<file path="config.mk">
export PLATFORM = sky130hd
export DESIGN_NAME = icache_fill
export DESIGN_NICKNAME = d
export VERILOG_FILES = /design/src/icache_pkg.sv /design/src/icache_fill.sv
export SDC_FILE = /design/constraint.sdc
export NUM_CORES = 1
export LEC_CHECK = 0
export BUFFER_PORTS_ARGS = -buffer_cell sky130_fd_sc_hd__buf_2
export CAP_MARGIN = 20
export CORE_AREA = 2 2 62 64
export DETAILED_ROUTE_END_ITERATION = 7
export DIE_AREA = 0 0 64 66
export GPL_TIMING_DRIVEN = 0
export PLACE_DENSITY = 0.68
export RECOVER_POWER = 25
export SLEW_MARGIN = 15
export SYNTH_ARGS = -nofsm -noshare
export SYNTH_HDL_FRONTEND = slang
export SYNTH_SLANG_ARGS = --single-unit
</file>
<file path="constraint.sdc">
create_clock -name vclk -period 0.8
set_input_delay 0.12 -clock vclk [all_inputs]
set_output_delay 0.12 -clock vclk [all_outputs]
set_load 0.02 [all_outputs]
</file>
<file path="src/icache_pkg.sv">
package icache_pkg;

    // ********************
    // cache geometry
    // ********************

    localparam int NUM_WAYS = 8;
    localparam int NUM_SETS = 64;
    localparam int WAY_W    = $clog2(NUM_WAYS);
    localparam int INDEX_W  = $clog2(NUM_SETS);
    localparam int OFFSET_W = 3;
    localparam int XLEN     = 64;

    // pc bits above index and offset.
    localparam int TAG_W    = XLEN - INDEX_W - OFFSET_W;

    // one node per internal vertex of the way tree.
    localparam int PLRU_W   = NUM_WAYS - 1;

    // ********************
    // read bus
    // ********************

    localparam int AXI_ADDR_W = 32;

    localparam logic [2:0] SIZE_WORD  = 3'b010;
    localparam logic [2:0] SIZE_DWORD = 3'b011;

    typedef enum logic [2:0] {
        fs_start = 3'd0,
        fs_addr  = 3'd1,
        fs_data  = 3'd2,
        fs_fill  = 3'd3,
        fs_hold  = 3'd4
    } fetch_state_e;

endpackage

</file>
<file path="src/icache_fill.sv">
module icache_fill (
    input  logic                                clk,
    input  logic                                rst,
    input  icache_pkg::fetch_state_e            state,
    input  logic [icache_pkg::INDEX_W-1:0]      index,
    input  logic [icache_pkg::NUM_WAYS-1:0]     valid_mask,
    input  logic [icache_pkg::WAY_W-1:0]        victim_way,
    input  logic [icache_pkg::XLEN-1:0]         line_data,
    output logic                                fill_en,
    output logic [icache_pkg::WAY_W-1:0]        fill_way,
    output logic [icache_pkg::INDEX_W-1:0]      fill_set,
    output logic [icache_pkg::XLEN-1:0]         fill_data
);

    // lowest invalid way wins, plru victim when the set is full.
    always_comb begin
        fill_way = victim_way;
        for (int w = icache_pkg::NUM_WAYS - 1; w >= 0; w--) begin
            if (!valid_mask[w]) begin
                fill_way = icache_pkg::WAY_W'(w);
            end
        end
    end

    assign fill_en   = (state == icache_pkg::fs_fill);
    assign fill_set  = index;
    assign fill_data = line_data;

    single_fill_a: assert property (@(posedge clk) disable iff (rst)
        fill_en |=> !fill_en);

endmodule

</file>
* Yosys cells after proc, flatten, opt, wreduce, memory -nomap -nowiden
Cells that the tools add are included.
Operators by class: eq/ne operators 1, mux-type cells 8
Operators by type and width (number):
- $mux W3 | 8
- $eq A3 B2 Y1 const B | 1
Storage, ports and cells: register bits 0, input bits 86, output and inout port bits 74, word-level logic and storage cells 9

* Logic depth before layout (Yosys ltp)
depth in word-level cells 8, gate-level depth with buffers 3, gate-level depth less buffers 3

* Least setup slack after synthesis
OpenSTA, ideal clock, no wires.
path kind in2out, from in victim_way[0] in the netlist's numbering, to out fill_way[0] in the netlist's numbering, arrival 0.671 ns, required time 0.680 ns, setup slack 0.009 ns, stages on the path 3, path buffers 0, cell sequence nand3b_1 > nand3_1 > a31oi_1
Between the ends: longest elaborated chain between the ends 8
Ends and longest elaborated chain:
- from (decl) | line icache_fill.sv:7 | input logic [icache_pkg::WAY_W-1:0] victim_way,
- $mux W3 (8 in a row) | line icache_fill.sv:19 | if (!valid_mask[w]) begin
- to (decl) | line icache_fill.sv:10 | output logic [icache_pkg::WAY_W-1:0] fill_way,
No other way between the ends.

* Final worst setup path
from in valid_mask[5] in the netlist's numbering, to out fill_way[0] in the netlist's numbering
Between the ends: longest elaborated chain between the ends 6
Ends and longest elaborated chain:
- from (decl) | line icache_fill.sv:6 | input logic [icache_pkg::NUM_WAYS-1:0] valid_mask,
- $mux W3 (6 in a row) | line icache_fill.sv:19
No other way between the ends.

==> flow_summary.yaml <==
outcome:
  status: "finished, violations left"
  violations: "negative setup slack"
worst_hold_path:
  hold_path.class: "input port to output port"
  min_to: "fill_data[17]"
  min-delay-start: "line_data[17]"
  worstHoldPathCells: 2
placed_design:
  port_buffers: 88
  pre_cts_slack_ns: -0.0982
  gp_congestion: 0.688
pwr:
  power.density_nw_per_um2: 679
  p_leak_nw: 0.687
  vdd_drop_max_mv: 0.276
timing:
  fin_crit_sh_pct: 100
  fin_hold_ws_ns: 0.457
  slew_headroom_pct: 83.3
  fin_crit_ns: 0.802
  setup_slack_ns: -0.00167
  drv_slew: 0
  fmax_ghz: 1.25
  tightest_slew_ns: 0.252
  hold_viol_final: 0
  rsz0062_at_grt: "true"
  setup_violations: 1
logic_synthesis:
  ys_seq_area_share_pct: 0
  yosys_warnings: 0
  syn_inst: 85
  synth.distinct_cells: 11
  synth_area_um2: 604
  syn_avg_cell_area_um2: 7.11
  synth_top_area_share_pct: 87.0
  syn_nets: 171
  synth.area.top_cells: "buf_4 87%, a31oi_1 3.1%, nand2_1 1.9%"
  synth_top_area_cell: "buf_4"
setup_path:
  cp_max_fo: 4
  crit_chain: "buf_8 > nand3b_1 > nand3_2 > a31oi_1 > buf_4"
  critPathLaunchType: "input port"
  critPathMaxStageDelay_ns: 0.17
  endpoint_kind: "output port"
  worst_ep_required_time_ns: 0.68
  crit_type: "input port to output port"
  crit_arrival_ns: 0.68
  critPathSlowestCell: "buf_4"
drt:
  viasPerCell: 3.48
  dr.first_iter.drc_count: 0
  wl_per_cell_um: 9.06
  wl_um: 2000
  ant_nets: 0
  drc: 0
  drt-pass1-iter-count: 1
  routed-via-count: 768
cts:
  cts_hold_buf: 0
  post-cts-setup-buffer-count: 0
cells_and_area:
  regArea_um2: 0
  final_common_cell: "buf_4"
  areaGrowthSynthToFinish_pct: 86.7
  layout_common_cells: "73 x buf_4, 65 x buf_2, 17 x clkbuf_1"
  nClkBuffers: 0
  final_layout_size_suffix_gt1_share_pct: 83.2
  seq_cells: 0
  fin_nets: 261
  n_antenna_cell: 0
floorplanning:
  start_util_pct: 17.0
  ios: 160
  rows: 22
  core_area_um2: 3550
  die_y_um: 66
  die_w_um: 64
  dieArea_um2: 4220
flow_run:
  cap_violations: 0
global_route:
  antenna_found_initial: 0
  grt_max_degree: 5
  grt_pass1_vias: 596
  overflow: 0
  grt_first_pass_wirelength_um: 2500
  track_usage_pct: 7.09
worst max-delay path: cells and delay by family:
kind                   cells  cell delay, ns
AO/OA/AOI/OAI              1            0.13
AND/OR/NAND/NOR            2            0.16
buffers and inverters      2            0.27
cell usage after synthesis:
| cell | number |
|---|---|
| buf_4 | 70 |
| nand4_1 | 1 |
| nand2_1 | 3 |
| o211ai_1 | 1 |
| a31oi_1 | 3 |
| nand3b_1 | 1 |
| nand2b_1 | 1 |
| nand3_1 | 1 |
| inv_1 | 1 |
| o21ai_0 | 1 |
| nor2_1 | 2 |
layout make-up:
cell class	instances	area (um^2)
fill	377	2420
buffer	70	526
timing repair buffer	88	449
multi-input combinational	14	90.1
tap	48	60.1
inverter	1	3.75
cells by family after synthesis:
| family | count (synthesis) | synth area share [%] |
|---|---|---|
| buffers and inverters | 71 | 87.6 |
| and+or+nand+nor | 9 | 7.25 |
| AOI/OAI and AO/OA | 5 | 5.18 |
worst max-delay path by stage:
stage                     slack (ns)     endpoint  depth (start not counted)     startpoint
final                         -0.002  fill_way[0]                          5  valid_mask[5]
after global routing           -0.06  fill_way[0]                          5  valid_mask[5]
after CTS                      -0.02  fill_way[0]                          5  valid_mask[5]
after detailed placement        -0.1  fill_way[0]                          5  valid_mask[5]
after global placement          -0.1  fill_way[0]                          5  valid_mask[5]
after floorplan                0.009  fill_way[0]                          3  victim_way[0]
where the power goes:
part	total (W)	internal, W	switching (W)
registers	0	0	0
logic	0.000767	0.000383	0.000384
clock network	0	0	0
through the flow:
step	instance area, um^2	TNS (ns)	util [%]	power [W]	instances
detailed placement	1100	-0.150	31.1	0.000760	221
global route	1130	-0.0897	31.8	0.000812	221
floorplan	604	0	-	0.000544	85
CTS	1150	-0.0181	32.3	0.000785	221
finish	1130	-0.00167	31.8	0.000767	221
global placement	1100	-0.173	31.1	0.000756	221
routing by layer:
layer | wire, um | global-route usage [%] | up-vias | part of all wire [%]
met3 | 415 | 0.852 | 0 | 21
met1 | 472 | 6.40 | 300 | 24
li1 | - | - | 374 | -
met4 | 0 | 0 | 0 | 0
met2 | 1120 | 16.8 | 94 | 56
met5 | 0 | 0 | - | 0
what timing repair did:
item,4_1_cts,5_1_grt
setup endpoints to repair,3,3
gates resized for setup,9,1
pin swaps,6,3
cloned,0,0
No activity file was read; power rests on OpenSTA's default activity.
