`src/icache_pkg.sv`:
```
package icache_pkg;

    // ********************
    // cache geometry
    // ********************

    localparam int NUM_WAYS = 8;
    localparam int NUM_SETS = 64;
    localparam int WAY_W    = $clog2(NUM_WAYS);
    localparam int INDEX_W  = $clog2(NUM_SETS);
    localparam int OFFSET_W = 3;
    localparam int XLEN     = 64;

    // pc bits above index and offset.
    localparam int TAG_W    = XLEN - INDEX_W - OFFSET_W;

    // one node per internal vertex of the way tree.
    localparam int PLRU_W   = NUM_WAYS - 1;

    // ********************
    // read bus
    // ********************

    localparam int AXI_ADDR_W = 32;

    localparam logic [2:0] SIZE_WORD  = 3'b010;
    localparam logic [2:0] SIZE_DWORD = 3'b011;

    typedef enum logic [2:0] {
        fs_start = 3'd0,
        fs_addr  = 3'd1,
        fs_data  = 3'd2,
        fs_fill  = 3'd3,
        fs_hold  = 3'd4
    } fetch_state_e;

endpackage

```
`src/icache_plru.sv`:
```
module icache_plru (
    input  logic                                clk,
    input  logic                                rst,
    input  logic [icache_pkg::INDEX_W-1:0]      index,
    input  logic [icache_pkg::WAY_W-1:0]        hit_way,
    input  logic                                lookup_fire,
    output logic [icache_pkg::WAY_W-1:0]        victim_way
);

    logic [icache_pkg::PLRU_W-1:0] tree_q [icache_pkg::NUM_SETS];
    logic [icache_pkg::PLRU_W-1:0] tree;
    logic [icache_pkg::PLRU_W-1:0] tree_upd;
    logic                          root;
    logic                          pair;
    logic                          leaf;

    assign tree = tree_q[index];

    // ********************
    // victim walk
    // ********************

    // 0 points to the lower half, 1 to the upper half.
    assign root = tree[0];
    assign pair = tree[1 + root];
    assign leaf = tree[3 + {root, pair}];

    assign victim_way = {root, pair, leaf};

    // ********************
    // hit update
    // ********************

    // every node on the path is turned away from the way just used.
    always_comb begin
        tree_upd = tree;
        tree_upd[0] = ~hit_way[2];
        tree_upd[1 + hit_way[2]] = ~hit_way[1];
        tree_upd[3 + hit_way[2:1]] = ~hit_way[0];
    end

    always_ff @(posedge clk or posedge rst) begin
        if (rst) begin
            for (int s = 0; s < icache_pkg::NUM_SETS; s++) begin
                tree_q[s] <= '0;
            end
        end else if (lookup_fire) begin
            tree_q[index] <= tree_upd;
        end
    end

endmodule

```
`config.mk`:
```
export PLATFORM = sky130hd
export DESIGN_NAME = icache_plru
export DESIGN_NICKNAME = d
export VERILOG_FILES = /design/src/icache_pkg.sv /design/src/icache_plru.sv
export SDC_FILE = /design/constraint.sdc
export NUM_CORES = 1
export LEC_CHECK = 0
export BUFFER_PORTS_ARGS = -buffer_cell sky130_fd_sc_hd__buf_2
export CORE_MARGIN = 10
export CORE_UTILIZATION = 41
export DETAILED_ROUTE_END_ITERATION = 12
export GPL_TIMING_DRIVEN = 0
export SLEW_MARGIN = 10
export SYNTH_ARGS = -nofsm -noshare
export SYNTH_HDL_FRONTEND = slang
export SYNTH_SLANG_ARGS = --single-unit
```
`constraint.sdc`:
```
create_clock -name clk -period 18.59 [get_ports clk]
set_clock_uncertainty 0.05 [all_clocks]
set_input_delay 1.859 -clock clk [delete_from_list [all_inputs] [get_ports clk]]
set_output_delay 1.859 -clock clk [all_outputs]
set_load 0.01 [all_outputs]
```
# ---- Yosys cells after proc, flatten, opt, wreduce, memory -nomap -nowiden
# Index checks and enable logic that the tools add are counted.
dict set report totals {
  ff_bits 448
  inputBits 12
  output_inout_bits 3
}
dict set report op_classes {
  n_addsub 4
  n_lt_le_gt_ge 8
  mux 16
  bitwise_logic 4
  reduce_logical 3
}
# cell n
set ops {}
lappend ops {{bitwise mux 448 bit} 1}
lappend ops {{binary-select mux 7 bit (select 6 bit)} 1}
lappend ops {{demux 7 bit (select 6 bit)} 1}
lappend ops {{two-way mux 7 bit} 3}
lappend ops {{bitwise mux 7 bit} 2}
lappend ops {{less-than comparator 2 x 4 -> 1 bit, second input constant} 2}
lappend ops {{less-than comparator 3 x 4 -> 1 bit, second input constant} 2}
lappend ops {{greater-or-equal comparator 7 bit, second input constant} 1}
lappend ops {{less-than comparator 7 x 1 -> 1 bit, second input constant} 1}
lappend ops {{NOT 6 -> 7 bit} 1}
lappend ops {{adder 2 x 2 -> 3 bit, first input constant} 2}
lappend ops {{binary-select mux 1 bit (select 3 bit)} 2}
lappend ops {{demux 1 bit (select 3 bit)} 2}
lappend ops {{adder 1 x 1 -> 2 bit, first input constant} 2}
lappend ops {{two-way mux 1 bit} 4}
lappend ops {{greater-or-equal comparator 3 x 1 -> 1 bit, second input constant} 1}
lappend ops {{logical AND 1 bit} 3}
lappend ops {{NOT 1 bit} 3}
lappend ops {{greater-or-equal comparator 2 x 1 -> 1 bit, second input constant} 1}

# ---- Logic depth before layout (Yosys ltp)
dict set report depth {
  ltp_word 10
  ltp_mapped 19
}

# ---- Worst setup path before layout
# OpenSTA, ideal clock, no wires.
dict set report synth_timing {
  path_kind {input to output}
  start {input index[2] (netlist bit)}
  end {output victim_way[0] (netlist bit)}
  arrival_ps 5289
  required_ps 16681
  setup_slack_ps 11392
  cell_stages 15
  n_path_buf 5
  cell_sequence {buf_6 > buf_2 > buf_2 > buf_2 > mux2i_1 > o2bb2ai_1 > a211oi_1 > o22ai_1 > nor4_4 > mux2_4 > ha_1 > or4_1 > a211oi_1 > nor3_1 > buf_4}
}
dict set report synth_between {
  elab_chain_len 10
}
# item line
set synth_lines {}
lappend synth_lines {{start, declared} icache_plru.sv:4} ;# input logic [icache_pkg::INDEX_W-1:0] index,
lappend synth_lines {{NOT 6 -> 7 bit (implied by the code) (*)} icache_plru.sv:17} ;# assign tree = tree_q[index];
lappend synth_lines {{binary-select mux 7 bit (select 6 bit) (*)} icache_plru.sv:17}
lappend synth_lines {{two-way mux 7 bit (implied by the code) (*) (2 in a row)} icache_plru.sv:17}
lappend synth_lines {{adder 1 x 1 -> 2 bit} icache_plru.sv:25} ;# assign pair = tree[1 + root];
lappend synth_lines {{binary-select mux 1 bit (select 3 bit)} icache_plru.sv:25}
lappend synth_lines {{two-way mux 1 bit (implied by the code)} icache_plru.sv:25}
lappend synth_lines {{adder 2 x 2 -> 3 bit} icache_plru.sv:26} ;# assign leaf = tree[3 + {root, pair}];
lappend synth_lines {{binary-select mux 1 bit (select 3 bit) (*)} icache_plru.sv:26}
lappend synth_lines {{two-way mux 1 bit (implied by the code) (*)} icache_plru.sv:26}
lappend synth_lines {{end, declared} icache_plru.sv:7} ;# output logic [icache_pkg::WAY_W-1:0] victim_way
# Every way passes the cells marked *; elsewhere a longest branch is shown, timed or not. The select of a mux whose other input is x is not followed.

# ---- Final worst setup path
dict set report layout_timing {
  start {input index[0] (netlist bit)}
  end {output victim_way[0] (netlist bit)}
}
# The elaborated chain is that of the path after synthesis.

==> key figures <==
Place
  • Placed Cells: 2676
  • Placed instance area: 20900 um2
  • DP Worst Slack: 9.14 ns
  • Hpwl dp: 54.1 mm
  • Final GP Congestion: 1.01
  • IO buf count: 12

Routing
  • DRC: 0
  • DR WL/cell: 28.3 um
  • Vias: 17000
  • 1st-pass router iterations: 8
  • DRT antenna net count: 0
  • Routed vias/inst: 6.16
  • 1st-iter DRT viols: 2384
  • Routed wire length: 78.4 mm

Flow run
  • Max_cap viols: 0

Worst setup path
  • Critical path type: in2out
  • CP required: 16.68 ns
  • Reg2Reg Setup Slack: 14.81 ns
  • Crit-path max FO: 10
  • FF-to-FF path depth: 8
  • Worst R2R End: tree_q[293]
  • Setup crit end kind: output pin
  • Critical Path AT: 7.75 ns
  • CP max stage delay: 1.02 ns
  • R2R Path Start: tree_q[223]
  • Crit path cell chain: buf_6, buf_6, buf_6, nor3b_1, buf_2, buf_2, a22o_1, o21ai_0, nand4_1, nor4_4, mux2_4, ha_1, inv_1, nor3_1, a221oi_1, a2111oi_0, nor3_1, buf_4, buf_2
  • Critical path's slowest cell: nor3b_1
  • CP startpoint kind: primary input

Finish
  • Commonest non-fill, non-tap cell in the layout: nand2_1
  • Layout overhead on the synthesized area: 13.1%
  • Layout cells sized above 1: 0.0981
  • Max reg flops: 448
  • Post-route insts no fill: 2766
  • Most frequent cells in the layout: nand2_1 (533), dfrtp_1 (448), o21ai_0 (403)
  • Filler instances: 4568
  • Final Cell Area: 22600 um2
  • Largest Register: tree_q
  • N_diodes: 0
  • Fin nets: 2129
  • Top flop regs: tree_q: 448 flops

CTS
  • CTS tree: yes
  • Clock slew seen by the registers of the worst setup and hold paths: 0.06 ns
  • Clk sink count: 448
  • Clock insertion delay at the later pin of the skew report: 0.61 ns
  • Cell chosen for the clock root: clkbuf_16
  • Max H-tree Level: 2
  • CTS max path bufs: 3
  • TritonCTS Buffers: 48
  • CTS Hold Bufs: 0
  • Postcts setup bufs: 0
  • Cells resized by post-CTS repair: 0

Die
  • Die width: 241 um
  • Core region area: 47900 um2
  • I/O pin cnt: 15
  • Die Y: 241 um
  • Die area: 57900 um2
  • Cell row count: 80
  • Starting Density: 0.416

Timing
  • RSZ-0062 raised after global routing: no
  • Final worst-path cycle share: 0.520
  • Fin crit period: 9.66 ns
  • TNS Setup: 0 ns
  • Max Freq: 104 MHz
  • Slew Limit Fails: 0
  • Fin. Hold Viols: 0
  • Tightest Pin Transition: 1.40 ns
  • Worst hold slack: 0.426 ns
  • Final Setup Violations: 0
  • Rel. slew slack: 0.0636
  • Worst setup margin: 8.93 ns

Hold path
  • Hold WC Path Type: reg2reg
  • Worst Hold Launch: tree_q[7]
  • Cells on Worst Hold Path: 2
  • Min-Delay Endpoint: tree_q[7]

Global route
  • Initial antenna violation count: 2
  • Largest net degree at the start of global routing: 99
  • First-pass GRT wire length: 114 mm
  • Vias in the first global route: 16300
  • Congestion Overflow GR: 0
  • Total track usage: 0.273

Synthesis
  • Sequential area share after synthesis: 0.562
  • Avg Cell Area, Syn: 9.76 um2
  • Synthesized instance count: 2044
  • Synth Register Bits: 448
  • Synth warnings: 0
  • Cell variety after synth: 70
  • EDFF count, synth: 0
  • Async SR Flop Fraction: 1.00
  • Post-Syn Area: 20000 um2
  • Mapped Nets: 2062
  • Commonest register cell after synthesis: dfrtp_1

Run status
  • Status: complete, no violations

Power and ir drop
  • Leak: 0.00982 uW
  • Power Dens Cells: 110 nW/um2
  • VDD IR max: 0.0631 mV
metal layers:
layer | global-route usage | share of wire | routed length [um]
met5 | 0 | 0.00028 | 22
met4 | 0.134 | 0.052 | 4080
met3 | 0.0660 | 0.11 | 8240
met2 | 0.400 | 0.43 | 33700
met1 | 0.372 | 0.41 | 32400
worst max-delay path: cells and delay by family:
family | cells | cell delay (ns)
buffers and inverters | 8 | 2.25
and+or+nand+nor | 5 | 1.94
AOI/OAI and AO/OA | 4 | 0.95
adders and majority gates | 1 | 0.37
muxes | 1 | 0.34
Yosys cell counts, types with 19 or more instances:
library cell / n / area, um2
nand2_1: 533 / 2000
dfrtp_1: 448 / 11200
o21ai_0: 403 / 2020
clkbuf_1: 123 / 462
a22oi_1: 70 / 526
o21ai_1: 63 / 315
a221oi_1: 47 / 412
mux2i_1: 37 / 370
clkbuf_2: 20 / 100
mux2_2: 19 / 214
nor2_1: 19 / 71.3
report_power, final:
part / leakage (uW) / total, uW / switching, uW / internal (uW)
clock: 0.000813 / 1010 / 413 / 595
combinational: 0.00294 / 320 / 219 / 101
sequential: 0.00607 / 1150 / 67.0 / 1080
total: 0.00982 / 2480 / 698 / 1780
worst max-delay path by stage:
stage                     slack, ns  cells after the start     start             to
after floorplan                4.20                      1       rst      tree_q[0]
after global placement        -0.48                      2       rst    tree_q[225]
after detailed placement       9.14                     19  index[0]  victim_way[0]
after CTS                      9.12                     19  index[0]  victim_way[0]
after global routing           8.84                     19  index[0]  victim_way[0]
final                          8.93                     19  index[0]  victim_way[0]
final cells by class:
cell class                      count  area (um2)  area share
Sequential cell                   448       11200       0.497
Multi-Input combinational cell   1403        7860       0.348
Clock inverter                     11         140     0.00621
Timing Repair Buffer               17         185     0.00820
Clock buffer                       79        1510      0.0668
Tap cell                          615         769      0.0341
Inverter                           11        48.8     0.00216
Buffer                            182         853      0.0378
metrics by stage:
step	total power [uW]	utilization
6_report	2480	0.471
5_1_grt	2570	0.471
4_1_cts	2480	0.471
3_5_place_dp	1480	0.436
3_3_place_gp	1470	0.434
2_1_floorplan	1340	-
cell families (layout without fill, tap and decap cells):
group,count (synthesis),count (layout),share of synthesized area
and+or+nand+nor,634,634,0.133
muxes,75,75,0.0492
buffers and inverters,193,300,0.0448
adders and majority gates,6,6,0.00376
AOI/OAI and AO/OA,688,688,0.207
DFF,448,448,0.562
Note: power is estimated with default switching activity, not from simulation.
