### config.mk
export PLATFORM = sky130hd
export DESIGN_NAME = icache_fetch_fsm
export DESIGN_NICKNAME = d
export VERILOG_FILES = /design/src/icache_pkg.sv /design/src/icache_fetch_fsm.sv
export SDC_FILE = /design/constraint.sdc
export NUM_CORES = 1
export LEC_CHECK = 0
export ABC_AREA = 0
export BUFFER_PORTS_ARGS = -buffer_cell sky130_fd_sc_hd__buf_2
export CAP_MARGIN = 10
export CORE_AREA = 3 3 117 119
export CTS_CLUSTER_DIAMETER = 30
export CTS_CLUSTER_SIZE = 28
export DETAILED_ROUTE_END_ITERATION = 16
export DIE_AREA = 0 0 120 122
export PLACE_DENSITY = 0.65
export SETUP_SLACK_MARGIN = 0.5
export SLEW_MARGIN = 20
export SYNTH_ARGS = -nofsm -noshare
export SYNTH_HDL_FRONTEND = slang
export SYNTH_SLANG_ARGS = --single-unit
### constraint.sdc
create_clock -name clk -period 4 [get_ports clk]
set_clock_uncertainty 0.2 [all_clocks]
set_input_delay 0 -clock clk [delete_from_list [all_inputs] [get_ports clk]]
set_output_delay 0 -clock clk [all_outputs]
set_load 0.1 [all_outputs]
### src/icache_pkg.sv
package icache_pkg;

    // ********************
    // cache geometry
    // ********************

    localparam int NUM_WAYS = 8;
    localparam int NUM_SETS = 64;
    localparam int WAY_W    = $clog2(NUM_WAYS);
    localparam int INDEX_W  = $clog2(NUM_SETS);
    localparam int OFFSET_W = 3;
    localparam int XLEN     = 64;

    // pc bits above index and offset.
    localparam int TAG_W    = XLEN - INDEX_W - OFFSET_W;

    // one node per internal vertex of the way tree.
    localparam int PLRU_W   = NUM_WAYS - 1;

    // ********************
    // read bus
    // ********************

    localparam int AXI_ADDR_W = 32;

    localparam logic [2:0] SIZE_WORD  = 3'b010;
    localparam logic [2:0] SIZE_DWORD = 3'b011;

    typedef enum logic [2:0] {
        fs_start = 3'd0,
        fs_addr  = 3'd1,
        fs_data  = 3'd2,
        fs_fill  = 3'd3,
        fs_hold  = 3'd4
    } fetch_state_e;

endpackage

### src/icache_fetch_fsm.sv
module icache_fetch_fsm #(
    parameter logic [icache_pkg::AXI_ADDR_W-1:0] CACHED_BASE  = 32'h8000_0000,
    parameter logic [icache_pkg::AXI_ADDR_W-1:0] CACHED_LIMIT = 32'h8800_0000
) (
    input  logic                                clk,
    input  logic                                rst,
    input  logic                                fetch_en,
    input  logic                                cached,
    input  logic                                hit,
    input  logic                                next_ready,
    input  logic                                arready,
    input  logic                                rvalid,
    input  logic [icache_pkg::XLEN-1:0]         rdata_axi,
    input  logic [icache_pkg::XLEN-1:0]         pc,
    output icache_pkg::fetch_state_e            state,
    output logic                                lookup_fire,
    output logic                                ready,
    output logic                                valid_out,
    output logic [icache_pkg::XLEN-1:0]         rdata,
    output logic [icache_pkg::XLEN-1:0]         line_data,
    output logic                                arvalid,
    output logic [icache_pkg::AXI_ADDR_W-1:0]   araddr,
    output logic [2:0]                          arsize,
    output logic                                rready
);

    icache_pkg::fetch_state_e state_next;

    logic                              uncached_q;
    logic [icache_pkg::AXI_ADDR_W-1:0] req_addr;
    logic [icache_pkg::XLEN-1:0]       data_q;
    logic                              start_hit;
    logic                              data_fire;

    assign start_hit   = (state == icache_pkg::fs_start) && fetch_en && cached && hit;
    assign lookup_fire = start_hit && next_ready;

    // uncached beat goes straight out in the rvalid cycle.
    assign data_fire = (state == icache_pkg::fs_data) && rvalid && uncached_q;

    // ********************
    // state machine
    // ********************

    always_comb begin
        state_next = state;
        case (state)
            icache_pkg::fs_start: begin
                if (fetch_en && !(cached && hit)) begin
                    state_next = icache_pkg::fs_addr;
                end
            end
            icache_pkg::fs_addr: begin
                if (arready) begin
                    state_next = icache_pkg::fs_data;
                end
            end
            icache_pkg::fs_data: begin
                if (rvalid) begin
                    if (!uncached_q) begin
                        state_next = icache_pkg::fs_fill;
                    end else if (next_ready) begin
                        state_next = icache_pkg::fs_start;
                    end else begin
                        state_next = icache_pkg::fs_hold;
                    end
                end
            end
            icache_pkg::fs_fill: begin
                state_next = icache_pkg::fs_start;
            end
            icache_pkg::fs_hold: begin
                if (next_ready) begin
                    state_next = icache_pkg::fs_start;
                end
            end
            default: begin
                state_next = icache_pkg::fs_start;
            end
        endcase
    end

    always_ff @(posedge clk or posedge rst) begin
        if (rst) begin
            state      <= icache_pkg::fs_start;
            uncached_q <= 1'b0;
        end else begin
            state <= state_next;
            if (state == icache_pkg::fs_start && state_next == icache_pkg::fs_addr) begin
                uncached_q <= !cached;
            end
        end
    end

    // request address is frozen when the miss leaves fs_start.
    always_ff @(posedge clk) begin
        if (state == icache_pkg::fs_start && state_next == icache_pkg::fs_addr) begin
            if (cached) begin
                req_addr <= {pc[icache_pkg::AXI_ADDR_W-1:icache_pkg::OFFSET_W],
                             {icache_pkg::OFFSET_W{1'b0}}};
            end else begin
                req_addr <= pc[icache_pkg::AXI_ADDR_W-1:0];
            end
        end
        if (state == icache_pkg::fs_data && rvalid) begin
            data_q <= rdata_axi;
        end
    end

    // ********************
    // outputs
    // ********************

    assign arvalid   = (state == icache_pkg::fs_addr);
    assign rready    = (state == icache_pkg::fs_data);
    assign araddr    = req_addr;
    assign arsize    = uncached_q ? icache_pkg::SIZE_WORD : icache_pkg::SIZE_DWORD;
    assign line_data = data_q;
    assign rdata     = (state == icache_pkg::fs_data) ? rdata_axi : data_q;
    assign valid_out = start_hit || data_fire || (state == icache_pkg::fs_hold);

    always_comb begin
        ready = 1'b0;
        if (state == icache_pkg::fs_start) begin
            ready = !fetch_en || (start_hit && next_ready);
        end else if (data_fire || state == icache_pkg::fs_hold) begin
            ready = next_ready;
        end
    end

    addr_stable_a: assert property (@(posedge clk) disable iff (rst)
        arvalid && !arready |=> arvalid && $stable(araddr));

    // a line request only ever targets the cacheable window.
    dword_window_a: assert property (@(posedge clk) disable iff (rst)
        arvalid && arsize == icache_pkg::SIZE_DWORD
        |-> araddr >= CACHED_BASE && araddr < CACHED_LIMIT);

endmodule

# [Word-level counts from Yosys, hierarchy flattened]
# Index checks and enable logic that the tools add are counted.
[classes] reduce_logical=17 muxes=11 n_eq_ne=4
[op_table] cell="64-bit 2-to-1 mux" count=1
[op_table] cell="3-bit 2-to-1 mux" count=6
[op_table] cell="3-bit one-hot mux with 4 select lines" count=1
[op_table] cell="1-bit logical AND" count=9
[op_table] cell="3-bit by 1-bit == test with 1-bit output, second input constant" count=2
[op_table] cell="1-bit logical OR" count=4
[op_table] cell="3-bit by 2-bit == test with 1-bit output, second input constant" count=1
[op_table] cell="3-bit == test, second input constant" count=1
[op_table] cell="1-bit zero test" count=3
[op_table] cell="3-bit zero test" count=1
[op_table] cell="1-bit 2-to-1 mux" count=3
[word_totals] reg_bits=100 word_cells=37

# [Longest topological paths before layout]
# Gate-level depths: netlist of the first run.
[depth] ltp_word=7 depth_mapped=4

# [Least setup slack after synthesis of the first run]
# OpenSTA, ideal clock, no wires.
[synth_timing] kind="register -> register" from="register state[0]" to="register state[0]" path_stages_with_launch=3 required_time_ps=3724 t_arrival_ps=3774 setup_ps=76 n_path_buf=0 slack_ps=-50 path_cell_list="dfrtp_1 > nor3b_1 > a221o_1"
[synth_between] elab_chain_len=2
[synth_lines] element="start: declaration" line_no="icache_fetch_fsm.sv:15" source="output icache_pkg::fetch_state_e state,"
[synth_lines] element="start signal: assignment" line_no="icache_fetch_fsm.sv:85" source="state <= icache_pkg::fs_start;"
[synth_lines] element="start signal: assignment" line_no="icache_fetch_fsm.sv:88" source="state <= state_next;"
[synth_lines] element="3-bit by 1-bit == test with 1-bit output"
[synth_lines] element="named net arvalid" line_no="icache_fetch_fsm.sv:21" source="output logic arvalid,"
[synth_lines] element="3-bit one-hot mux with 4 select lines" line_no="icache_fetch_fsm.sv:47" source="case (state)"
[synth_lines] element="named net state_next[0]" line_no="icache_fetch_fsm.sv:27" source="icache_pkg::fetch_state_e state_next;"
# The timed path passes the listed nets, and every way through them passes these cells.
# A chain may end at the register's enable or synchronous reset.

# [Final worst setup path of the first run]
[layout_timing] from="register state[0]" to="output rdata[30] (netlist name)"
[layout_between] elab_chain_len=2
[layout_lines] element="3-bit by 2-bit == test with 1-bit output" line_no="icache_fetch_fsm.sv:119" source="assign rdata = (state == icache_pkg::fs_data) ? rdata_axi : data_q;"
[layout_lines] element="64-bit 2-to-1 mux" line_no="icache_fetch_fsm.sv:119"
[layout_lines] element="end: declaration" line_no="icache_fetch_fsm.sv:19" source="output logic [icache_pkg::XLEN-1:0] rdata,"
# No other way between the ends.

==> flow_summary.yaml, run 1 <==
timing:
  maxSlewHeadroom_pct: 43.20
  final.setup.tns_ns: 0
  setup_viol: 0
  fmax_mhz: 365.9
  fin_crit_ns: 2.733
  tightestPinTransition_ns: 0.8520
  rsz0062_at_grt: "false"
  post-route-period-util_pct: 68.32
  drv_slew: 0
  finalHoldViolations: 0
final_layout:
  diodes: 0
  drive_above_1_share_pct: 54.39
  syn2layout_area_growth_pct: 73.02
  final_common_cell: "buf_2"
  nNetsFinal: 723
  final_core_util_pct: 54.52
  final_cell_mix: "buf_2 (272), dlygate4sd3_1 (105), edfxtp_1 (96)"
clock_network:
  tritoncts: "yes"
  cts_sinks: 100
  clk-insertion-delay-late_ns: 0.34
  cts_root_buffer: "clkbuf_16"
  path_clk_slew_ns: 0.07
  clockBufferDepth: 2
  htree_levels: 3
  numCtsBuffers: 9
  cts_setup_buffers: 0
synthesis:
  yosys-mux-area-fraction_pct: 18.30
  synth_xor_area_share_pct: 0
  ys_ff_latch: 100
  synth_area_um2: 3993
  synth-compound-area-share_pct: 1.755
  syn-instance-count: 204
  yosys.area_share.adder_pct: 0
  yosys_warnings: 0
  seq_area_frac_synth_pct: 74.71
  ys_types: 27
  synth_top_family_by_area: "multiplexers"
  synth_nets: 340
  synth_simple_gate_area_share_pct: 2.726
  postSynthAreaPerCell_um2: 19.57
hold_path:
  hp-class: "in -> reg"
  hold_depth: 3
setup_path:
  required_ns: 3.80
  path_class: "reg -> out"
  reg2reg_from: "state[0]"
  worst-r2r-cell-count: 3
  path_cells: "nor3b_4, buf_4, mux2_1, buf_2"
  reg2reg_slack_ns: 1.61
  slowest_delay_ns: 0.69
  worstSetupEndpoint: "rdata[30]"
  cp_slowest_cell: "buf_4"
  endpoint_kind: "primary output"
  r2r_end: "line_data[44]"
  worstPathArrival_ns: 2.53
  crit_fanout: 65
  startpoint: "state[0]"
  cp-start-kind: "flip-flop"
status:
  status: "complete, no violations"
grt:
  grt_overflow_total: 0
  first_global_vias: 3532
  track_usage_pct: 15.57
  grt_pass1_wl_mm: 18.04
  grt_max_degree: 66
  antenna_found_initial: 0
detailed_routing:
  drtAntennaViolNets: 0
  via_per_inst: 4.394
  first_iter_violations: 113
  vias: 3357
  dr.pass1.iters: 4
  drt-total-wl_mm: 11.97
  route.detailed.drc: 0
  wl_per_cell_um: 15.66
placement:
  gp_congestion: 0.7723
  io_buffers: 272
  dp_hpwl_mm: 7.865
floorplanning:
  rows: 41
  start_util_pct: 31.51
  die_x_um: 120
  die_area_um2: 14640
  design.core.area_um2: 12670
  ios: 307
  chipHeight_um: 122
power_and_ir_drop:
  cellLeakagePower_uw: 0.002963
  p_per_area_nw_per_um2: 861.2
  ir_drop_mv: 1.103
flow_run:
  max_cap_viol_count: 0
-- worst min path at each step --
stage | from | endpoint | slack, ns
after floorplan | rst | state[0] | -0.43
after global placement | rst | state[0] | -0.31
after detailed placement | rst | state[1] | -0.31
after CTS | hit | uncached_q | 0.05
after global routing | fetch_en | araddr[28] | 0.05
final | fetch_en | araddr[28] | 0.05
-- cell usage after synthesis --
cell | n | share of area, %
inv_1 | 4 | 0.38
nand2b_1 | 1 | 0.16
a21oi_4 | 1 | 0.41
a31oi_1 | 1 | 0.16
nand2_1 | 2 | 0.19
a221o_1 | 1 | 0.25
and2_1 | 2 | 0.31
dfrtp_1 | 4 | 2.5
nor2b_1 | 3 | 0.47
or4b_4 | 1 | 0.34
mux2_2 | 25 | 7.1
buf_4 | 3 | 0.56
buf_6 | 4 | 1.1
nor3b_1 | 1 | 0.19
nand4b_1 | 2 | 0.44
o21bai_1 | 1 | 0.19
nor3_1 | 1 | 0.13
a21o_1 | 1 | 0.19
mux2_1 | 39 | 11
edfxtp_1 | 96 | 72
nand3b_1 | 1 | 0.19
a21oi_1 | 3 | 0.38
a211oi_1 | 1 | 0.19
buf_2 | 2 | 0.25
mux2i_1 | 1 | 0.25
conb_1 | 2 | 0.19
nor3b_2 | 1 | 0.31
-- metal layers --
metal | vias up | global-route usage, % | part of all wire (%)
li1 | 1561 | - | -
met1 | 1590 | 16.76 | 37
met2 | 182 | 28.17 | 52
met3 | 24 | 4.828 | 8.2
met4 | 0 | 6.800 | 2.3
met5 | - | 0 | 0
-- area by class of cell --
class,count,area [µm²]
Clock buffer,9,225.2
Timing Repair Buffer,381,2462
Tap cell,172,215.2
Inverter,4,15.01
Fill cell,1055,5763
Multi-Input combinational cell,91,939.7
Clock inverter,7,67.56
Sequential cell,100,2983
-- per-stage QoR --
step           worst slack, ns  std cells  total power, µW  area (µm²)  hold WS [ns]
2_1_floorplan           0.8476        204             4557        4009       -0.4339
5_1_grt                  1.103        764             6137        6908       0.04790
3_3_place_gp             1.547        642             4991        5537       -0.3085
4_1_cts                  1.228        762             5969        6870       0.04915
3_5_place_dp             1.447        642             5011        5537       -0.3070
6_report                 1.267        764             5949        6908       0.05194
-- state kept, by name, summed over array words and instances (netlist names) --
| register | count |
|---|---|
| araddr | 32 |
| line_data | 64 |
| state | 3 |
| uncached_q | 1 |
-- critical path: cells and delay by family, from the launching register on --
kind          cells  cell delay [ns]
simple gates      1             0.23
mux               1             0.43
buf+inv           2             1.00
flops             1             0.50
-- report_power, final --
| part | leakage [µW] | internal [µW] | switching (µW) | total [µW] |
|---|---|---|---|---|
| Sequential | 0.000931 | 1340 | 77.6 | 1420 |
| Clock | 0.000140 | 482 | 373 | 855 |
| Combinational | 0.00189 | 606 | 3070 | 3680 |
| Total | 0.00296 | 2430 | 3520 | 5950 |
-- cells by family after synthesis --
kind of cell	Yosys count
compound gates	9
buf+inv	13
flops	100
mux	65
other cells	2
simple gates	15
-- repair_timing --
item | in CTS | in global routing
resized for setup | 0 | 0
hold buffers | 104 | 1
endpoints found under the hold margin | 104 | 9
No activity file was read; power rests on OpenSTA's default activity.
==> inputs of run 2 (changes only) <==
==> constraint.sdc (replaced) <==
create_clock -name clk -period 2.8 [get_ports clk]
set_clock_uncertainty 0.2 [all_clocks]
set_input_delay 0 -clock clk [delete_from_list [all_inputs] [get_ports clk]]
set_output_delay 0 -clock clk [all_outputs]
set_load 0.1 [all_outputs]
==> flow_summary.yaml, run 2 (same netlist as run 1, synthesis figures left out) <==
clock_network:
  cts_root_buffer: "clkbuf_16"
  cts_sinks: 100
  path_clk_slew_ns: 0.07
  tritoncts: "yes"
  clockBufferDepth: 2
  htree_levels: 3
  numCtsBuffers: 9
  clk-insertion-delay-late_ns: 0.34
power_and_ir_drop:
  ir_drop_mv: 0.7655
  total_power_uw: 8974
  cellLeakagePower_uw: 0.003078
  p_per_area_nw_per_um2: 1239
setup_path:
  cp-start-kind: "flip-flop"
  required_ns: 2.60
  worstPathArrival_ns: 2.04
  worst-r2r-cell-count: 3
  path_class: "reg -> out"
  reg2reg_from: "state[1]"
  r2r_end: "araddr[13]"
  cp_slowest_cell: "dfrtp_4"
  endpoint_kind: "primary output"
  crit_fanout: 23
  startpoint: "state[0]"
  path_cells: "nor3b_4, buf_4, buf_12, mux2_2, clkbuf_4"
  slowest_delay_ns: 0.51
  reg2reg_slack_ns: 0.73
timing:
  finalHoldViolations: 0
  post-route-period-util_pct: 80.08
  setup_viol: 0
  fin_ws_ns: 0.5578
  fmax_mhz: 446.0
  drv_slew: 0
  fin_crit_ns: 2.242
  maxSlewHeadroom_pct: 65.82
  final.setup.tns_ns: 0
  rsz0062_at_grt: "false"
  tightestPinTransition_ns: 0.5162
floorplanning:
  chipHeight_um: 122
  die_x_um: 120
  ios: 307
  die_area_um2: 14640
  design.core.area_um2: 12670
  rows: 41
  start_util_pct: 31.51
grt:
  grt_overflow_total: 0
  grt_max_degree: 38
  first_global_vias: 3634
  track_usage_pct: 17.05
  antenna_found_initial: 0
  grt_pass1_wl_mm: 19.13
final_layout:
  largest_reg_flops: 64
  final_core_util_pct: 57.14
  final_cell_mix: "buf_2 (215), dlygate4sd3_1 (105), edfxtp_1 (96)"
  syn2layout_area_growth_pct: 81.35
  nNetsFinal: 731
  final_common_cell: "buf_2"
  multi_input_area_um2: 970.9
  drive_above_1_share_pct: 57.67
  fill_cells: 955
  final-seq-area_um2: 2992
  diodes: 0
hold_path:
  hold_depth: 3
  holdPathEnd: "araddr[2]"
  holdCritStartpoint: "fetch_en"
  hp-class: "in -> reg"
detailed_routing:
  dr.pass1.iters: 4
  route.detailed.drc: 0
  first_iter_violations: 159
  wl_per_cell_um: 16.54
  drtAntennaViolNets: 0
  via_per_inst: 4.387
  drt-total-wl_mm: 12.77
  vias: 3387
status:
  status: "complete, no violations"
placement:
  dpl_worst_slack_ns: 0.5571
  io_buffers: 272
  gp_congestion: 0.7544
  dp_hpwl_mm: 8.245
flow_run:
  max_cap_viol_count: 0
-- run 2: changes by cell type in the layout (fill, tap and decap cells not counted), sizes merged --
cell | before | now
buf | 276 | 275
clkbuf | 9 | 19
inv | 4 | 6
clkinv | 5 | 1
clkinvlp | 1 | 2
-- run 2: metrics by stage --
| step | hold slack, ns | cells | area (µm²) |
|---|---|---|---|
| 6_report | 0.02463 | 772 | 7241 |
| 5_1_grt | 0.01881 | 772 | 7241 |
| 4_1_cts | 0.04995 | 770 | 7163 |
| 3_5_place_dp | -0.3041 | 643 | 5615 |
| 3_3_place_gp | -0.3138 | 643 | 5615 |
| 2_1_floorplan | -0.4339 | 204 | 4043 |
-- run 2: worst max path at each step --
stage          slack (ns)  depth (start not counted)          to
2_1_floorplan        0.32                          2   araddr[0]
3_3_place_gp         0.59                          3  araddr[26]
3_5_place_dp         0.56                          3  araddr[26]
5_1_grt              0.49                          5   rdata[13]
4_1_cts              0.50                          5   rdata[42]
6_report             0.56                          5   rdata[59]
-- run 2: power breakdown --
group / total [µW] / internal (µW) / switching [µW] / leakage [µW]
logic: 5690 / 1190 / 4500 / 0.00201
clock network: 1260 / 701 / 558 / 0.000140
registers: 2030 / 1920 / 107 / 0.000927
-- run 2: what timing repair did --
| item | 4_1_cts | 5_1_grt |
|---|---|---|
| hold buffers | 105 | 0 |
| buffers inserted | 5 | 2 |
| pin swaps | 1 | 0 |
| setup endpoints to repair | 67 | 38 |
| endpoints found under the hold margin | 112 | 0 |
| resized for setup | 48 | 30 |
| cloned | 1 | 0 |
-- run 2: layer usage --
metal	vias to the layer above	part of all wire, %	track usage (%)
met5	-	0	0
li1	1580	-	-
met3	22	5.9	3.900
met4	0	1.9	8.160
met2	156	54	31.02
met1	1629	38	18.82
-- run 2: final cells by class --
type | count | share of cell area, %
clock buffer | 10 | 3.162
clock inverter | 6 | 0.9850
inverter | 4 | 0.2074
multi-input combinational | 91 | 13.41
sequential | 100 | 41.32
tap | 172 | 2.972
timing repair buffer | 389 | 37.95
-- run 2: critical path, delay by kind of cell (launching register included) --
kind	cells	cell delay, ns
buffers and inverters	3	0.63
flip-flops	1	0.51
multiplexers	1	0.36
AND/OR/NAND/NOR	1	0.19
==> inputs of run 3 (changes only) <==
--- a/config.mk
+++ b/config.mk
@@ -5,15 +5,15 @@
 export SDC_FILE = /design/constraint.sdc
 export NUM_CORES = 1
 export LEC_CHECK = 0
-export ABC_AREA = 0
+export ABC_AREA = 1
 export BUFFER_PORTS_ARGS = -buffer_cell sky130_fd_sc_hd__buf_2
 export CAP_MARGIN = 10
-export CORE_AREA = 3 3 117 119
+export CORE_AREA = 3 3 118 120
 export CTS_CLUSTER_DIAMETER = 30
 export CTS_CLUSTER_SIZE = 28
 export DETAILED_ROUTE_END_ITERATION = 16
-export DIE_AREA = 0 0 120 122
-export PLACE_DENSITY = 0.65
+export DIE_AREA = 0 0 121 123
+export PLACE_DENSITY = 0.67
 export SETUP_SLACK_MARGIN = 0.5
 export SLEW_MARGIN = 20
 export SYNTH_ARGS = -nofsm -noshare
==> constraint.sdc (replaced) <==
create_clock -name clk -period 1.8 [get_ports clk]
set_clock_uncertainty 0.2 [all_clocks]
set_input_delay 0 -clock clk [delete_from_list [all_inputs] [get_ports clk]]
set_output_delay 0 -clock clk [all_outputs]
set_load 0.1 [all_outputs]
==> flow_summary.yaml, run 3 <==
synthesis:
  synth_edf_count: 96
  ys_ff_latch: 100
  yosys_warnings: 0
  seq_area_frac_synth_pct: 72.84
  synth-main-ff-cell: "edfxtp_1"
  synth_nets: 492
  synth.top_cell.area_share_pct: 70.39
  postSynthAreaPerCell_um2: 11.50
  synth_area_leaders: "edfxtp_1 (70%), nand2_1 (17%), nand2_2 (3.2%), dfrtp_1 (2.4%), buf_6 (1.4%)"
  yosys-top-cells-count: "nand2_1 (183), edfxtp_1 (96), nand2_2 (21), inv_1 (14), nor2_1 (7)"
  async_reset_ff_share_pct: 4.000
  syn-instance-count: 356
  synth_most_common_cell: "nand2_1"
  yosysTopAreaCell: "edfxtp_1"
  ys_types: 18
  synth_area_um2: 4095
final_layout:
  syn2layout_area_growth_pct: 178.0
  nNetsFinal: 926
  drive_above_1_share_pct: 68.93
  final_core_util_pct: 87.01
  final_cell_area_um2: 11390
  fill_cells: 533
  final_cell_mix: "buf_4 (104), buf_2 (103), dlygate4sd3_1 (102)"
  final_cell_count_no_fill: 971
  diodes: 0
  final_common_cell: "buf_4"
  final-seq-area_um2: 2994
  largest_reg_flops: 64
  multi_input_area_um2: 2887
floorplanning:
  design.core.area_um2: 13090
  ios: 307
  chipHeight_um: 123
  die_x_um: 121
  rows: 42
  start_util_pct: 31.30
  die_area_um2: 14880
clock_network:
  clockBufferDepth: 2
  tritoncts: "yes"
  numCtsBuffers: 9
  cts_root_buffer: "clkbuf_16"
  path_clk_slew_ns: 0.08
  cts_hold_buf: 102
  cts_sinks: 100
  clk-insertion-delay-late_ns: 0.35
  htree_levels: 3
status:
  status: "finished, violations left"
  failed_checks: "negative setup slack"
placement:
  dpl_worst_slack_ns: 0.05350
  io_buffers: 272
  postPlaceCellArea_um2: 8289
  gp_congestion: 0.8092
  dp_hpwl_mm: 10.63
  dp_cells: 800
flow_run:
  max_cap_viol_count: 0
detailed_routing:
  drtAntennaViolNets: 0
  drt-total-wl_mm: 20.74
  wl_per_cell_um: 21.36
  via_per_inst: 4.719
  vias: 4582
  dr.pass1.iters: 4
  route.detailed.drc: 0
  first_iter_violations: 305
grt:
  antenna_found_initial: 0
  first_global_vias: 4885
  grt_max_degree: 24
  grt_overflow_total: 0
  track_usage_pct: 23.71
  grt_pass1_wl_mm: 26.59
power_and_ir_drop:
  p_sw_share_pct: 55.26
  p_clk_share_pct: 9.0
  intPower_uw: 10030
  combPwrFrac_pct: 76.5
  ir_drop_mv: 1.442
  p_per_area_nw_per_um2: 1969
  pwr-share-seq_pct: 14.5
  cellLeakagePower_uw: 0.004801
  total_power_uw: 22420
  power_switching_uw: 12390
timing:
  fin_ws_ns: -0.2992
  setup_viol: 165
  fmax_mhz: 476.4
  finalHoldViolations: 0
  post-route-period-util_pct: 116.6
  rsz0062_at_grt: "true"
  fin_crit_ns: 2.099
  drv_slew: 0
setup_path:
  reg2reg_slack_ns: -0.28
  required_ns: 1.60
  r2r_end: "line_data[26]"
  crit_fanout: 7
  path_class: "reg -> out"
  endpoint_kind: "primary output"
  worst-r2r-cell-count: 8
  cp-start-kind: "flip-flop"
  reg2reg_from: "state[0]"
  worstPathArrival_ns: 1.90
hold_path:
  hold_depth: 5
  holdPathEnd: "uncached_q"
  hp-class: "in -> reg"
  holdCritStartpoint: "hit"
==> run 3: cell count changes after synthesis, moves of 3 or more <==
cell	delta
inv_1	+10
mux2_1	-39
mux2_2	-25
nand2_1	+181
nand2_2	+21
nand3_1	+4
nor2_1	+7
nor2b_1	-3
o21ai_0	+3
==> run 3: how the worst max path moves through the flow <==
stage	cells past startpoint	slack, ns	endpoint	from
floorplan	4	-0.79	line_data[0]	state[0]
global placement	6	0.07	araddr[9]	state[1]
detailed placement	6	0.05	araddr[13]	state[1]
CTS	8	-0.25	rdata[34]	state[0]
global route	8	-0.38	rdata[60]	state[0]
finish	8	-0.30	rdata[60]	state[0]
==> run 3: power groups by stage <==
| stage | clock (µW) | sequential (µW) | combinational [µW] |
|---|---|---|---|
| CTS | 2050 | 3190 | 16100 |
| global route | 2150 | 3270 | 17600 |
| finish | 2020 | 3250 | 17200 |
| floorplan | 0 | 5460 | 8260 |
| detailed placement | 0 | 3230 | 14300 |
| global placement | 0 | 3210 | 14200 |
==> run 3: routing by layer <==
layer	vias to the layer above	share of wire [%]	global-route usage, %
met4	0	3.8	10.98
met1	2248	32	23.78
met3	54	7.6	7.274
li1	2040	-	-
met5	-	0	0
met2	240	57	44.74
==> run 3: layout make-up <==
type,count,area share (%)
Timing Repair Buffer,439,42.91
Sequential cell,100,26.30
Multi-Input combinational cell,224,25.35
Clock buffer,9,1.978
Tap cell,176,1.934
Clock inverter,7,0.7802
Inverter,16,0.7473
==> run 3: cell families after synthesis <==
| logic type | share of synthesized area, % |
|---|---|
| AOI/OAI and AO/OA | 0.7943 |
| buffers and inverters | 4.797 |
| DFF | 72.84 |
| other | 0.1834 |
| and+or+nand+nor | 21.39 |
==> run 3: timing repair <==
item                                    4_1_cts  5_1_grt
cloned                                       12        8
endpoints found under the setup margin      269      174
pin swaps                                     6       36
endpoints found under the hold margin       104        2
setup buffers                                23       10
resized for setup                           168       82
==> run 3: stage by stage <==
stage / hold WS [ns] / setup TNS, ns
after global placement: -0.3048 / 0
after global routing: 0.04415 / -48.45
final: 0.005798 / -38.35
after floorplan: -0.4339 / -57.44
after CTS: -0.1015 / -25.34
after detailed placement: -0.3056 / 0
==> run 3: critical path: stages, from the launching register on <==
cell and delay (ns):
dfrtp_4 0.50, nor2_4 0.17, nand2_8 0.12, clkinv_8 0.10, buf_6 0.10, buf_12 0.15, nand2_2 0.12, nand2_8 0.10
buf_12 0.17
